File: src/logic/serial_mul_pkg.sv
package serial_mul_pkg;

    // ************************************************************
    // widths and counts
    // ************************************************************
    localparam int WORD_BITS          = 32;
    localparam int OPERAND_BITS       = 128;
    localparam int OPERAND_WORDS      = OPERAND_BITS / WORD_BITS;
    localparam int PRODUCT_BITS       = 2 * OPERAND_BITS;
    localparam int PRODUCT_WORDS      = PRODUCT_BITS / WORD_BITS;
    localparam int SLOT_COUNT         = 44;
    localparam int NAME_BITS          = 40;

    // index and counter widths derived from the above
    localparam int INDEX_BITS         = $clog2(OPERAND_WORDS);
    localparam int COUNT_BITS         = $clog2(OPERAND_BITS);
    localparam int PRODUCT_INDEX_BITS = $clog2(PRODUCT_WORDS);

    // ascii labels, right aligned and zero padded
    localparam logic [NAME_BITS-1:0] NAME_IN1 = "IN1";
    localparam logic [NAME_BITS-1:0] NAME_IN2 = "IN2";
    localparam logic [NAME_BITS-1:0] NAME_OUT = "OUT";

    // ************************************************************
    // shared types
    // ************************************************************
    typedef struct packed {
        logic [OPERAND_BITS-1:0] a;
        logic [OPERAND_BITS-1:0] b;
    } operand_pair_t;

    // one answer to a display slot request
    typedef struct packed {
        logic                 valid;
        logic [NAME_BITS-1:0] name;
        logic [WORD_BITS-1:0] value;
    } display_reply_t;

    typedef enum logic [1:0] {
        ST_IDLE,
        ST_CLEAR,
        ST_RUN,
        ST_DONE
    } mul_state_t;

endpackage
File: src/logic/serial_mul_io.sv
`timescale 1ns/1ps

module serial_mul_io
    import serial_mul_pkg::*;
(
    input  logic                 clk,
    input  logic                 resetn,
    input  logic                 switch,
    input  logic                 input_which,
    input  logic                 input_valid,
    input  logic [WORD_BITS-1:0] input_value,
    input  logic [5:0]           display_number,
    output display_reply_t       display,
    output logic                 product_ready,
    output logic                 led_busy
);

    operand_pair_t           operands;
    logic                    operand_written;
    logic                    count_clear;
    logic                    count_enable;
    logic                    last_bit;
    logic                    load;
    logic                    step;
    logic                    commit;
    logic [PRODUCT_BITS-1:0] product;

    // ************************************************************
    // operand input and multiplier control
    // ************************************************************
    operand_loader u_operand_loader (
        .clk             (clk),
        .resetn          (resetn),
        .input_valid     (input_valid),
        .input_value     (input_value),
        .input_which     (input_which),
        .operands        (operands),
        .operand_written (operand_written)
    );

    bit_counter u_bit_counter (
        .clk          (clk),
        .resetn       (resetn),
        .count_clear  (count_clear),
        .count_enable (count_enable),
        .last_bit     (last_bit)
    );

    mul_sequencer u_mul_sequencer (
        .clk             (clk),
        .resetn          (resetn),
        .operand_written (operand_written),
        .last_bit        (last_bit),
        .count_clear     (count_clear),
        .count_enable    (count_enable),
        .load            (load),
        .step            (step),
        .commit          (commit),
        .product_ready   (product_ready),
        .led_busy        (led_busy)
    );

    // ************************************************************
    // arithmetic and display
    // ************************************************************
    shift_add_datapath u_shift_add_datapath (
        .clk      (clk),
        .resetn   (resetn),
        .operands (operands),
        .load     (load),
        .step     (step),
        .commit   (commit),
        .product  (product)
    );

    display_mux u_display_mux (
        .clk            (clk),
        .resetn         (resetn),
        .switch         (switch),
        .input_which    (input_which),
        .operands       (operands),
        .product        (product),
        .display_number (display_number),
        .display        (display)
    );

endmodule

File: src/logic/display_mux.sv
`timescale 1ns/1ps

module display_mux
    import serial_mul_pkg::*;
(
    input  logic                    clk,
    input  logic                    resetn,
    input  logic                    switch,
    input  logic                    input_which,
    input  operand_pair_t           operands,
    input  logic [PRODUCT_BITS-1:0] product,
    input  logic [5:0]              display_number,
    output display_reply_t          display
);

    logic [PRODUCT_BITS-1:0]       shown;
    logic [PRODUCT_INDEX_BITS-1:0] word_index;
    display_reply_t                reply_next;

    // input view shows A or B, output view shows the product
    always_comb
    begin
        if (switch)
            shown = product;
        else if (input_which)
            shown = {{(PRODUCT_BITS - OPERAND_BITS){1'b0}}, operands.b};
        else
            shown = {{(PRODUCT_BITS - OPERAND_BITS){1'b0}}, operands.a};
    end

    // slots count from 1
    assign word_index = PRODUCT_INDEX_BITS'(display_number - 6'd1);

    always_comb
    begin
        reply_next = '0;
        if ((display_number >= 6'd1) && (display_number <= SLOT_COUNT))
        begin
            reply_next.valid = 1'b1;
            reply_next.name  = switch ? NAME_OUT : (input_which ? NAME_IN2 : NAME_IN1);
            // slots past the last product word read as zero
            if (display_number <= PRODUCT_WORDS)
                reply_next.value = shown[word_index*WORD_BITS +: WORD_BITS];
        end
    end

    always_ff @(posedge clk or negedge resetn)
    begin
        if (!resetn)
            display <= '0;
        else
            display <= reply_next;
    end

endmodule

File: src/logic/shift_add_datapath.sv
`timescale 1ns/1ps

module shift_add_datapath
    import serial_mul_pkg::*;
(
    input  logic                    clk,
    input  logic                    resetn,
    input  operand_pair_t           operands,
    input  logic                    load,
    input  logic                    step,
    input  logic                    commit,
    output logic [PRODUCT_BITS-1:0] product
);

    logic [PRODUCT_BITS-1:0] multiplicand;
    logic [PRODUCT_BITS-1:0] accumulator;
    logic [OPERAND_BITS-1:0] multiplier;

    // ************************************************************
    // shift and add, one multiplier bit per step
    // ************************************************************
    always_ff @(posedge clk)
    begin
        if (load)
        begin
            multiplicand <= {{(PRODUCT_BITS - OPERAND_BITS){1'b0}}, operands.a};
            multiplier   <= operands.b;
            accumulator  <= '0;
        end
        else if (step)
        begin
            if (multiplier[0])
            begin
                accumulator <= accumulator + multiplicand;
            end
            // A moves up as B moves down
            multiplicand <= multiplicand << 1;
            multiplier   <= multiplier >> 1;
        end
    end

    // held result, replaced only when a run completes
    always_ff @(posedge clk or negedge resetn)
    begin
        if (!resetn)
        begin
            product <= '0;
        end
        else if (commit)
        begin
            product <= accumulator;
        end
    end

endmodule

File: src/logic/mul_sequencer.sv
`timescale 1ns/1ps

module mul_sequencer
    import serial_mul_pkg::*;
(
    input  logic clk,
    input  logic resetn,
    input  logic operand_written,
    input  logic last_bit,
    output logic count_clear,
    output logic count_enable,
    output logic load,
    output logic step,
    output logic commit,
    output logic product_ready,
    output logic led_busy
);

    mul_state_t state;
    mul_state_t state_next;

    // ************************************************************
    // next state, any write restarts the run
    // ************************************************************
    always_comb
    begin
        state_next = state;
        if (operand_written)
        begin
            state_next = ST_CLEAR;
        end
        else
        begin
            case (state)
                ST_CLEAR: state_next = ST_RUN;
                ST_RUN:   state_next = last_bit ? ST_DONE : ST_RUN;
                default:  state_next = state;
            endcase
        end
    end

    always_ff @(posedge clk or negedge resetn)
    begin
        if (!resetn)
        begin
            state  <= ST_IDLE;
            commit <= 1'b0;
        end
        else
        begin
            state  <= state_next;
            // high for the first cycle of ST_DONE, after the final step
            commit <= (state == ST_RUN) && (state_next == ST_DONE);
        end
    end

    assign load          = (state == ST_CLEAR);
    assign count_clear   = (state == ST_CLEAR);
    assign step          = (state == ST_RUN);
    assign count_enable  = (state == ST_RUN);
    assign product_ready = (state == ST_DONE);
    assign led_busy      = (state == ST_CLEAR) || (state == ST_RUN);

endmodule

File: src/logic/bit_counter.sv
`timescale 1ns/1ps

module bit_counter
    import serial_mul_pkg::*;
(
    input  logic clk,
    input  logic resetn,
    input  logic count_clear,
    input  logic count_enable,
    output logic last_bit
);

    logic [COUNT_BITS-1:0] count;

    // clear wins over enable
    always_ff @(posedge clk or negedge resetn)
    begin
        if (!resetn)
        begin
            count <= '0;
        end
        else if (count_clear)
        begin
            count <= '0;
        end
        else if (count_enable)
        begin
            count <= count + 1'b1;
        end
    end

    // terminal count, one per multiplier bit
    assign last_bit = (count == COUNT_BITS'(OPERAND_BITS - 1));

endmodule

File: src/logic/operand_loader.sv
`timescale 1ns/1ps

module operand_loader
    import serial_mul_pkg::*;
(
    input  logic                 clk,
    input  logic                 resetn,
    input  logic                 input_valid,
    input  logic [WORD_BITS-1:0] input_value,
    input  logic                 input_which,
    output operand_pair_t        operands,
    output logic                 operand_written
);

    logic                  which_q;
    logic                  which_changed;
    logic [INDEX_BITS-1:0] word_index;
    logic [INDEX_BITS-1:0] write_index;

    // a new operand selection starts again at word 0
    assign which_changed = (input_which != which_q);
    assign write_index   = which_changed ? '0 : word_index;

    always_ff @(posedge clk or negedge resetn)
    begin
        if (!resetn)
        begin
            which_q         <= 1'b0;
            word_index      <= '0;
            operand_written <= 1'b0;
        end
        else
        begin
            which_q         <= input_which;
            operand_written <= input_valid;
            if (input_valid)
            begin
                // wraps after the last word
                word_index <= write_index + 1'b1;
            end
            else if (which_changed)
            begin
                word_index <= '0;
            end
        end
    end

    // word slice write into the selected operand
    always_ff @(posedge clk or negedge resetn)
    begin
        if (!resetn)
        begin
            operands <= '0;
        end
        else if (input_valid)
        begin
            if (input_which == 1'b0)
            begin
                operands.a[write_index*WORD_BITS +: WORD_BITS] <= input_value;
            end
            else
            begin
                operands.b[write_index*WORD_BITS +: WORD_BITS] <= input_value;
            end
        end
    end

endmodule

File: config.mk
export PLATFORM = sky130hd
export DESIGN_NAME = serial_mul_io
export DESIGN_NICKNAME = d
export VERILOG_FILES = /design/src/logic/serial_mul_pkg.sv /design/src/logic/serial_mul_io.sv /design/src/logic/display_mux.sv /design/src/logic/shift_add_datapath.sv /design/src/logic/mul_sequencer.sv /design/src/logic/bit_counter.sv /design/src/logic/operand_loader.sv
export SDC_FILE = /design/constraint.sdc
export NUM_CORES = 2
export LEC_CHECK = 0
export BUFFER_PORTS_ARGS = -buffer_cell sky130_fd_sc_hd__clkbuf_2
export CAP_MARGIN = 20
export CORE_MARGIN = 2
export CORE_UTILIZATION = 50
export CTS_CLUSTER_SIZE = 28
export DETAILED_ROUTE_END_ITERATION = 8
export PLACE_DENSITY = 0.66
export SLEW_MARGIN = 20
export SYNTH_ARGS = -nofsm -noshare
export SYNTH_HDL_FRONTEND = slang
export SYNTH_SLANG_ARGS = --single-unit
export TNS_END_PERCENT = 50
File: constraint.sdc
create_clock -name clk -period 7.7 [get_ports clk]
set_input_delay 1.155 -clock clk [delete_from_list [all_inputs] [get_ports clk]]
set_output_delay 1.155 -clock clk [all_outputs]
set_load 0.05 [all_outputs]
== Word-level counts from Yosys, hierarchy flattened ==
Index checks and enable logic that the tools add are counted.

* Bits in registers: 1,239
* Output and inout port bits: 75

* Multiplexer cells: 19
* Bitwise gates (word level): 1
* $lt $le $gt $ge: 3
* Shift-type cells: 3
* Equality and inequality tests: 6
* Reductions and logical operators: 7
* Add/subtract/negate cells: 5

{| class="wikitable"
|+ Operators by type and width
! kind !! number
|-
| two-way mux 128 bit || 5
|-
| adder 256 bit || 1
|-
| bitwise mux 128 bit || 2
|-
| two-way mux 256 bit || 1
|-
| variable part select 256 x 9 -> 32 bit || 1
|-
| variable shift 32 x 34 -> 128 bit (first input constant) || 1
|-
| variable part select 32 x 34 -> 128 bit || 1
|-
| two-way mux 73 bit || 1
|-
| two-way mux 40 bit || 1
|-
| negation 7 -> 34 bit || 1
|-
| two-way mux 32 bit || 1
|-
| two-way mux 7 bit || 2
|-
| two-way mux 2 bit || 4
|-
| adder 7 x 1 -> 7 bit (second input constant) || 1
|-
| equality test 7 bit (second input constant) || 1
|-
| equality test 2 bit (second input constant) || 3
|-
| greater-or-equal comparator 6 x 1 -> 1 bit (second input constant) || 1
|-
| less-or-equal comparator 6 x 4 -> 1 bit (second input constant) || 1
|-
| less-or-equal comparator 6 bit (second input constant) || 1
|-
| AND reduction 2 bit || 3
|-
| one-hot mux 2 bit (2 select lines) || 1
|-
| subtractor 3 x 1 -> 3 bit (second input constant) || 1
|-
| adder 2 x 1 -> 2 bit (second input constant) || 1
|-
| equality test 2 x 1 -> 1 bit (second input constant) || 1
|-
| other kinds (6) || 7
|}

== Logic depth before layout (Yosys ltp) ==
* Depth after elaboration: 6
* Gate-level depth with buffers: 14
* Mapped depth without buffers: 14

== Hierarchy ==
A second synthesis with hierarchy kept.

* Cell total of the unflattened synthesis: 6,888
* Area, all modules: 69,048.7 um2

{| class="wikitable"
|+ Modules (own cells, without submodules)
! module !! area an instance (um2) !! cells an instance !! times used
|-
| shift_add_datapath || 52,417.8 || 5,682 || 1
|-
| operand_loader || 10,672.7 || 732 || 1
|-
| display_mux || 5,449.0 || 427 || 1
|-
| bit_counter || 324.1 || 31 || 1
|-
| mul_sequencer || 185.2 || 16 || 1
|}

== Worst setup path before layout ==
Ideal clock, no wire load.

* Kind: flip-flop to flip-flop
* Start: register u_mul_sequencer.state[0]
* End: register u_mul_sequencer.commit
* Period minus slack after synthesis: 7.359 ns
* Arrival: 7.291 ns
* Buffers on the path: 0
* Stages on the path, launching flop included: 7
* Setup slack: 0.341 ns
* Setup time: 0.068 ns
* Path through: dfrtp_1 > inv_1 > ha_1 > nand2_1 > nor3_1 > a311o_1 > and3_1

* Cells in the longest elaborated chain, start to end: 5

{| class="wikitable"
|+ Ends and longest elaborated chain
! element !! RTL line !! text
|-
| start: declaration || mul_sequencer.sv:19 || <nowiki>mul_state_t state;</nowiki>
|-
| start signal: assignment || mul_sequencer.sv:51 || <nowiki>state <= state_next;</nowiki>
|-
| equality test 2 bit / equality test 2 x 1 -> 1 bit (equally long branches) || mul_sequencer.sv:34 || <nowiki>case (state)</nowiki>
|-
| one-hot mux 2 bit (2 select lines) * || mul_sequencer.sv:34 ||
|-
| two-way mux 2 bit * || mul_sequencer.sv:28 || <nowiki>if (operand_written)</nowiki>
|-
| named net u_mul_sequencer.state_next[0] || mul_sequencer.sv:20 || <nowiki>mul_state_t state_next;</nowiki>
|-
| equality test 2 bit * || mul_sequencer.sv:53 || <nowiki>commit <= (state == ST_RUN) && (state_next == ST_DONE);</nowiki>
|-
| logical AND 1 bit * || mul_sequencer.sv:53 ||
|-
| end signal: assignment || mul_sequencer.sv:53 ||
|-
| end: declaration || mul_sequencer.sv:14 || <nowiki>output logic commit,</nowiki>
|}

Mark *: on every way through the listed nets, which the timed path passes. The rest lies on a longest branch.
A chain may end at the register's enable or synchronous reset.

== Final worst setup path ==
* Start: register u_shift_add_datapath.multiplicand[121]
* End: register u_shift_add_datapath.accumulator[232]

* Cells in the longest elaborated chain, start to end: 1

{| class="wikitable"
|+ Ends and longest elaborated chain
! element !! RTL line !! text
|-
| start: declaration || shift_add_datapath.sv:15 || <nowiki>logic [PRODUCT_BITS-1:0] multiplicand;</nowiki>
|-
| start signal: assignment || shift_add_datapath.sv:26 || <nowiki>multiplicand <= {{(PRODUCT_BITS - OPERAND_BITS){1'b0}}, operands.a};</nowiki>
|-
| start signal: assignment || shift_add_datapath.sv:37 || <nowiki>multiplicand <= multiplicand << 1;</nowiki>
|-
| adder 256 bit || shift_add_datapath.sv:34 || <nowiki>accumulator <= accumulator + multiplicand;</nowiki>
|-
| end signal: assignment || shift_add_datapath.sv:34 ||
|-
| end: declaration || shift_add_datapath.sv:16 || <nowiki>logic [PRODUCT_BITS-1:0] accumulator;</nowiki>
|}

No other way between the ends.

==> impl_table.tex <==
\begin{tabular}{lr}
\hline
Metric & Value \\
\hline
\multicolumn{2}{l}{\textbf{Outcome}} \\
\quad Outcome & finished clean \\
\multicolumn{2}{l}{\textbf{Logic synthesis}} \\
\quad Number of synthesized flops with an enable pin & 256 \\
\quad Post-Syn Area per Cell & 9.56 µm² \\
\quad Ys async rst share & 0.468 \\
\quad Most area-hungry cell type in the Yosys netlist & sky130\_fd\_sc\_hd\_\_dfrtp\_1 \\
\quad Cell variety after synth & 95 \\
\quad Most common flop cell mapped by yosys & sky130\_fd\_sc\_hd\_\_dfrtp\_1 \\
\quad Yosys warning total & 0 \\
\quad Portion of synthesized cell area occupied by the leading cell type & 0.205 \\
\quad Gate Count Post-Synth & 7190 \\
\quad Flops \& latches, synth & 1203 \\
\quad Ranking of synthesized cells by area & sky130\_fd\_sc\_hd\_\_dfrtp\_1 (20\%), sky130\_fd\_sc\_hd\_\_dfxtp\_1 (11\%), sky130\_fd\_sc\_hd\_\_edfxtp\_1 (11\%) \\
\quad Post-synthesis cell area & 68800 µm² \\
\quad Portion of the post-synthesis area used by sequential elements & 0.428 \\
\multicolumn{2}{l}{\textbf{Floorplanning}} \\
\quad Placement Rows & 136 \\
\quad Horizontal die dimension & 375 µm \\
\quad Die area & 141000 µm² \\
\quad Area of the core region & 137000 µm² \\
\quad Overall die height & 375 µm \\
\quad IO Pins & 118 \\
\quad Starting density of the core & 0.502 \\
\multicolumn{2}{l}{\textbf{Critical path}} \\
\quad Critical path type & flop to flop \\
\quad Critical Path AT & 6.43 ns \\
\quad CP Capture Type & flop \\
\quad Launch instance of the worst register-to-register path & u\_shift\_add\_datapath.multiplicand[121]\$\_DFFE\_PN\_ \\
\quad Maximum fanout encountered on the critical timing path & 9 \\
\quad Critical path startpoint category & flop \\
\quad Worst setup path startpoint & u\_shift\_add\_datapath.multiplicand[121]\$\_DFFE\_PN\_ \\
\quad Data required time at the worst endpoint & 8.44 ns \\
\multicolumn{2}{l}{\textbf{Clock tree}} \\
\quad Quantity of gates resized following cts & 0 \\
\quad Post-CTS setup buffer count & 0 \\
\quad Number of buffers inserted by hold repair at cts & 0 \\
\quad Clock Root Buffer & sky130\_fd\_sc\_hd\_\_clkbuf\_16 \\
\quad Number of clock sinks seen by CTS & 1203 \\
\quad CTS tree & done \\
\quad Max Root-Sink Buffers & 3 \\
\quad CTS clock-pin slew for the worst setup and hold paths & 0.07 ns \\
\quad Number of buffers created by CTS & 136 \\
\quad Maximum level of the CTS H-tree & 4 \\
\quad Clock latency of the later-clocked register in the worst-skew pair & 0.81 ns \\
\multicolumn{2}{l}{\textbf{Drt}} \\
\quad Detailed-route vias per instance & 6.74 \\
\quad Number of vias in the routed layout & 60492 \\
\quad Detailed-route wire length per cell & 32.7 µm \\
\quad Initial DRT Pass Iterations & 8 \\
\quad DRC violation count after routing & 0 \\
\quad DRT antenna net count & 0 \\
\quad Total wire length & 294 mm \\
\quad Number of design-rule violations left by the first detailed-router iteration & 8430 \\
\multicolumn{2}{l}{\textbf{Timing}} \\
\quad Final period utilization & 0.738 \\
\quad RSZ-0062 raised after global routing & false \\
\quad Slew at the pin closest to its max-slew limit & 1.16 ns \\
\quad Final setup vio count & 0 \\
\quad Min Tclk post-route & 5.68 ns \\
\quad Highest attainable clock frequency & 0.176 GHz \\
\quad Final hold violation count & 0 \\
\quad Number of max-slew violations in the final report & 0 \\
\quad Worst clock skew on the final layout & 0.0503 ns \\
\quad Setup total negative slack & 0 ns \\
\quad Relative slew slack & 0.219 \\
\multicolumn{2}{l}{\textbf{Global route}} \\
\quad Total overflow reported by the global router & 0 \\
\quad Maximum number of pins on one net before global-route repair & 147 \\
\quad Via count of the first global-routing pass & 55720 \\
\quad Global-route wire length before repair & 415 mm \\
\quad Overall routing resource usage & 0.410 \\
\quad Antenna violations before repair & 25 \\
\multicolumn{2}{l}{\textbf{Place}} \\
\quad RePlAce Congestion & 1.12 \\
\quad Cell area after placement & 70400 µm² \\
\quad Quantity of I/O buffers inserted on ports & 94 \\
\quad HPWL Detailed & 225 mm \\
\multicolumn{2}{l}{\textbf{Min path}} \\
\quad Min-Delay Path Class & input port to async pin \\
\multicolumn{2}{l}{\textbf{Layout}} \\
\quad Final instance area & 75200 µm² \\
\quad Filler Cells Inserted & 12214 \\
\quad Number of nets in the final layout & 7364 \\
\quad Area added between synthesis and finish & 9.43\% \\
\quad Register area & 29500 µm² \\
\quad Area used by multi-input combinational logic & 37200 µm² \\
\quad Fraction of final layout cells with drive strength greater than 1 & 0.156 \\
\multicolumn{2}{l}{\textbf{Flow run}} \\
\quad Reported max-cap violation count & 0 \\
\multicolumn{2}{l}{\textbf{Pwr}} \\
\quad Maximum vdd ir drop & 0.000190 V \\
\quad Leakage power of the design & 30.4 nW \\
\quad Pwr per Cell Area & 258 nW/µm² \\
\hline
\end{tabular}
[cells by family (layout without fill, tap and decap cells)]
| logic type | Yosys count | count (layout) | synth area share |
|---|---|---|---|
| AOI/OAI and AO/OA | 1920 | 1920 | 0.167 |
| xor gates and xnor gates | 216 | 216 | 0.0275 |
| adders and majority gates | 267 | 267 | 0.0487 |
| buffers and inverters | 569 | 526 | 0.0340 |
| DFF | 1203 | 1203 | 0.428 |
| muxes | 844 | 844 | 0.156 |
| other | 1 | 41 | 0.0000545 |
| and+or+nand+nor | 2170 | 2170 | 0.138 |
[state kept, by name, summed over array words and instances (netlist names), 2 cells and up]
name	flops
u_operand_loader.operands	256
u_shift_add_datapath.accumulator	256
u_shift_add_datapath.multiplicand	256
u_shift_add_datapath.product	256
u_shift_add_datapath.multiplier	128
u_display_mux.display	37
u_bit_counter.count	7
u_mul_sequencer.state	2
u_operand_loader.word_index	2
[stage by stage]
stage | cells | setup slack [ns] | util | total power, mW | hold WS (ns)
3_5_place_dp | 8709 | 2.22 | 0.514 | 12.3 | 0.462
6_report | 8981 | 2.02 | 0.549 | 19.4 | 0.347
5_1_grt | 8963 | 1.96 | 0.549 | 20.0 | 0.399
4_1_cts | 8962 | 2.17 | 0.549 | 19.3 | 0.393
3_3_place_gp | 8709 | 2.24 | 0.514 | 12.3 | 0.456
2_1_floorplan | 7212 | 0.341 | - | 10.8 | 0.409
[critical path, cell delays in order (launching register included)]
cell                        delay [ns]
sky130_fd_sc_hd__edfxtp_1         0.55
sky130_fd_sc_hd__ha_1             0.56
sky130_fd_sc_hd__a21oi_1          0.15
sky130_fd_sc_hd__o21ai_0          0.54
sky130_fd_sc_hd__a221oi_1         0.22
sky130_fd_sc_hd__o21bai_1         0.37
sky130_fd_sc_hd__a21oi_1          0.07
sky130_fd_sc_hd__o31ai_1          0.66
sky130_fd_sc_hd__o2111ai_1        0.58
sky130_fd_sc_hd__o21ai_0          1.07
sky130_fd_sc_hd__a41o_1           0.37
sky130_fd_sc_hd__nor2_1           0.11
sky130_fd_sc_hd__or3_1            0.32
sky130_fd_sc_hd__nand3_1          0.07
[power breakdown]
| group | internal (mW) | switching, mW | total (mW) |
|---|---|---|---|
| Sequential | 7.45 | 0.699 | 8.15 |
| Clock | 4.05 | 2.95 | 7.00 |
| Combinational | 1.47 | 2.80 | 4.27 |
[routing by layer]
layer,track usage,routed length [µm],share of wire
met5,0,70,0.00024
met1,0.602,127000,0.43
met2,0.538,114000,0.39
met4,0.145,12000,0.041
met3,0.162,41300,0.14
[cell usage after synthesis, drive strengths merged, types with 15 or more instances]
| master | number |
|---|---|
| a211oi | 23 |
| a21boi | 28 |
| a21o | 122 |
| a21oi | 690 |
| a221oi | 26 |
| a22o | 72 |
| a31oi | 34 |
| and2 | 21 |
| and3 | 16 |
| and4 | 15 |
| buf | 133 |
| clkbuf | 327 |
| dfrtp | 563 |
| dfxtp | 384 |
| edfxtp | 256 |
| ha | 266 |
| inv | 109 |
| mux2 | 543 |
| mux2i | 173 |
| mux4 | 128 |
| nand2 | 1044 |
| nand2b | 18 |
| nand3 | 69 |
| nand4 | 175 |
| nor2 | 536 |
| nor2b | 20 |
| nor3 | 119 |
| nor4 | 43 |
| o211ai | 21 |
| o21a | 47 |
| o21ai | 617 |
| o21bai | 110 |
| o31ai | 22 |
| or2 | 17 |
| or3 | 38 |
| xnor2 | 137 |
| xor2 | 79 |
[layout by cell type (no fill, tap or decap), types with 118 or more instances in the layout]
cell,count
sky130_fd_sc_hd__mux4_2,128
sky130_fd_sc_hd__ha_1,262
sky130_fd_sc_hd__a21oi_1,689
sky130_fd_sc_hd__mux2_2,543
sky130_fd_sc_hd__edfxtp_1,256
sky130_fd_sc_hd__mux2i_1,173
sky130_fd_sc_hd__nand2_1,1038
sky130_fd_sc_hd__nor3_1,118
sky130_fd_sc_hd__dfrtp_1,562
sky130_fd_sc_hd__xnor2_1,137
sky130_fd_sc_hd__o21ai_0,603
sky130_fd_sc_hd__nand4_1,175
sky130_fd_sc_hd__nor2_1,530
sky130_fd_sc_hd__clkbuf_16,139
sky130_fd_sc_hd__dfxtp_1,384
sky130_fd_sc_hd__a21o_1,120
[layout make-up]
class / count / area share
Sequential cell: 1203 / 0.392
Timing Repair Buffer: 164 / 0.0145
Multi-Input combinational cell: 5440 / 0.494
Clock buffer: 193 / 0.0517
Clock inverter: 60 / 0.0120
Antenna cell: 18 / 0.000599
Tap cell: 1794 / 0.0298
Inverter: 109 / 0.00544
[path summary, 6_finish.rpt]
path | to | slack, ns | depth (start not counted)
max | u_shift_add_datapath.accumulator[232]$_SDFFE_PP0P_ | 2.02 | 13
min | u_shift_add_datapath.product[248]$_DFFE_PN0P_ | 0.35 | 1
max reg2reg | u_shift_add_datapath.accumulator[232]$_SDFFE_PP0P_ | 2.02 | 13
min reg2reg | u_shift_add_datapath.accumulator[23]$_SDFFE_PP0P_ | 0.47 | 2
max in group asynchronous | u_shift_add_datapath.product[210]$_DFFE_PN0P_ | 5.80 | 2
min in group clk | u_shift_add_datapath.accumulator[23]$_SDFFE_PP0P_ | 0.47 | 2
No activity file was read; power rests on OpenSTA's default activity.
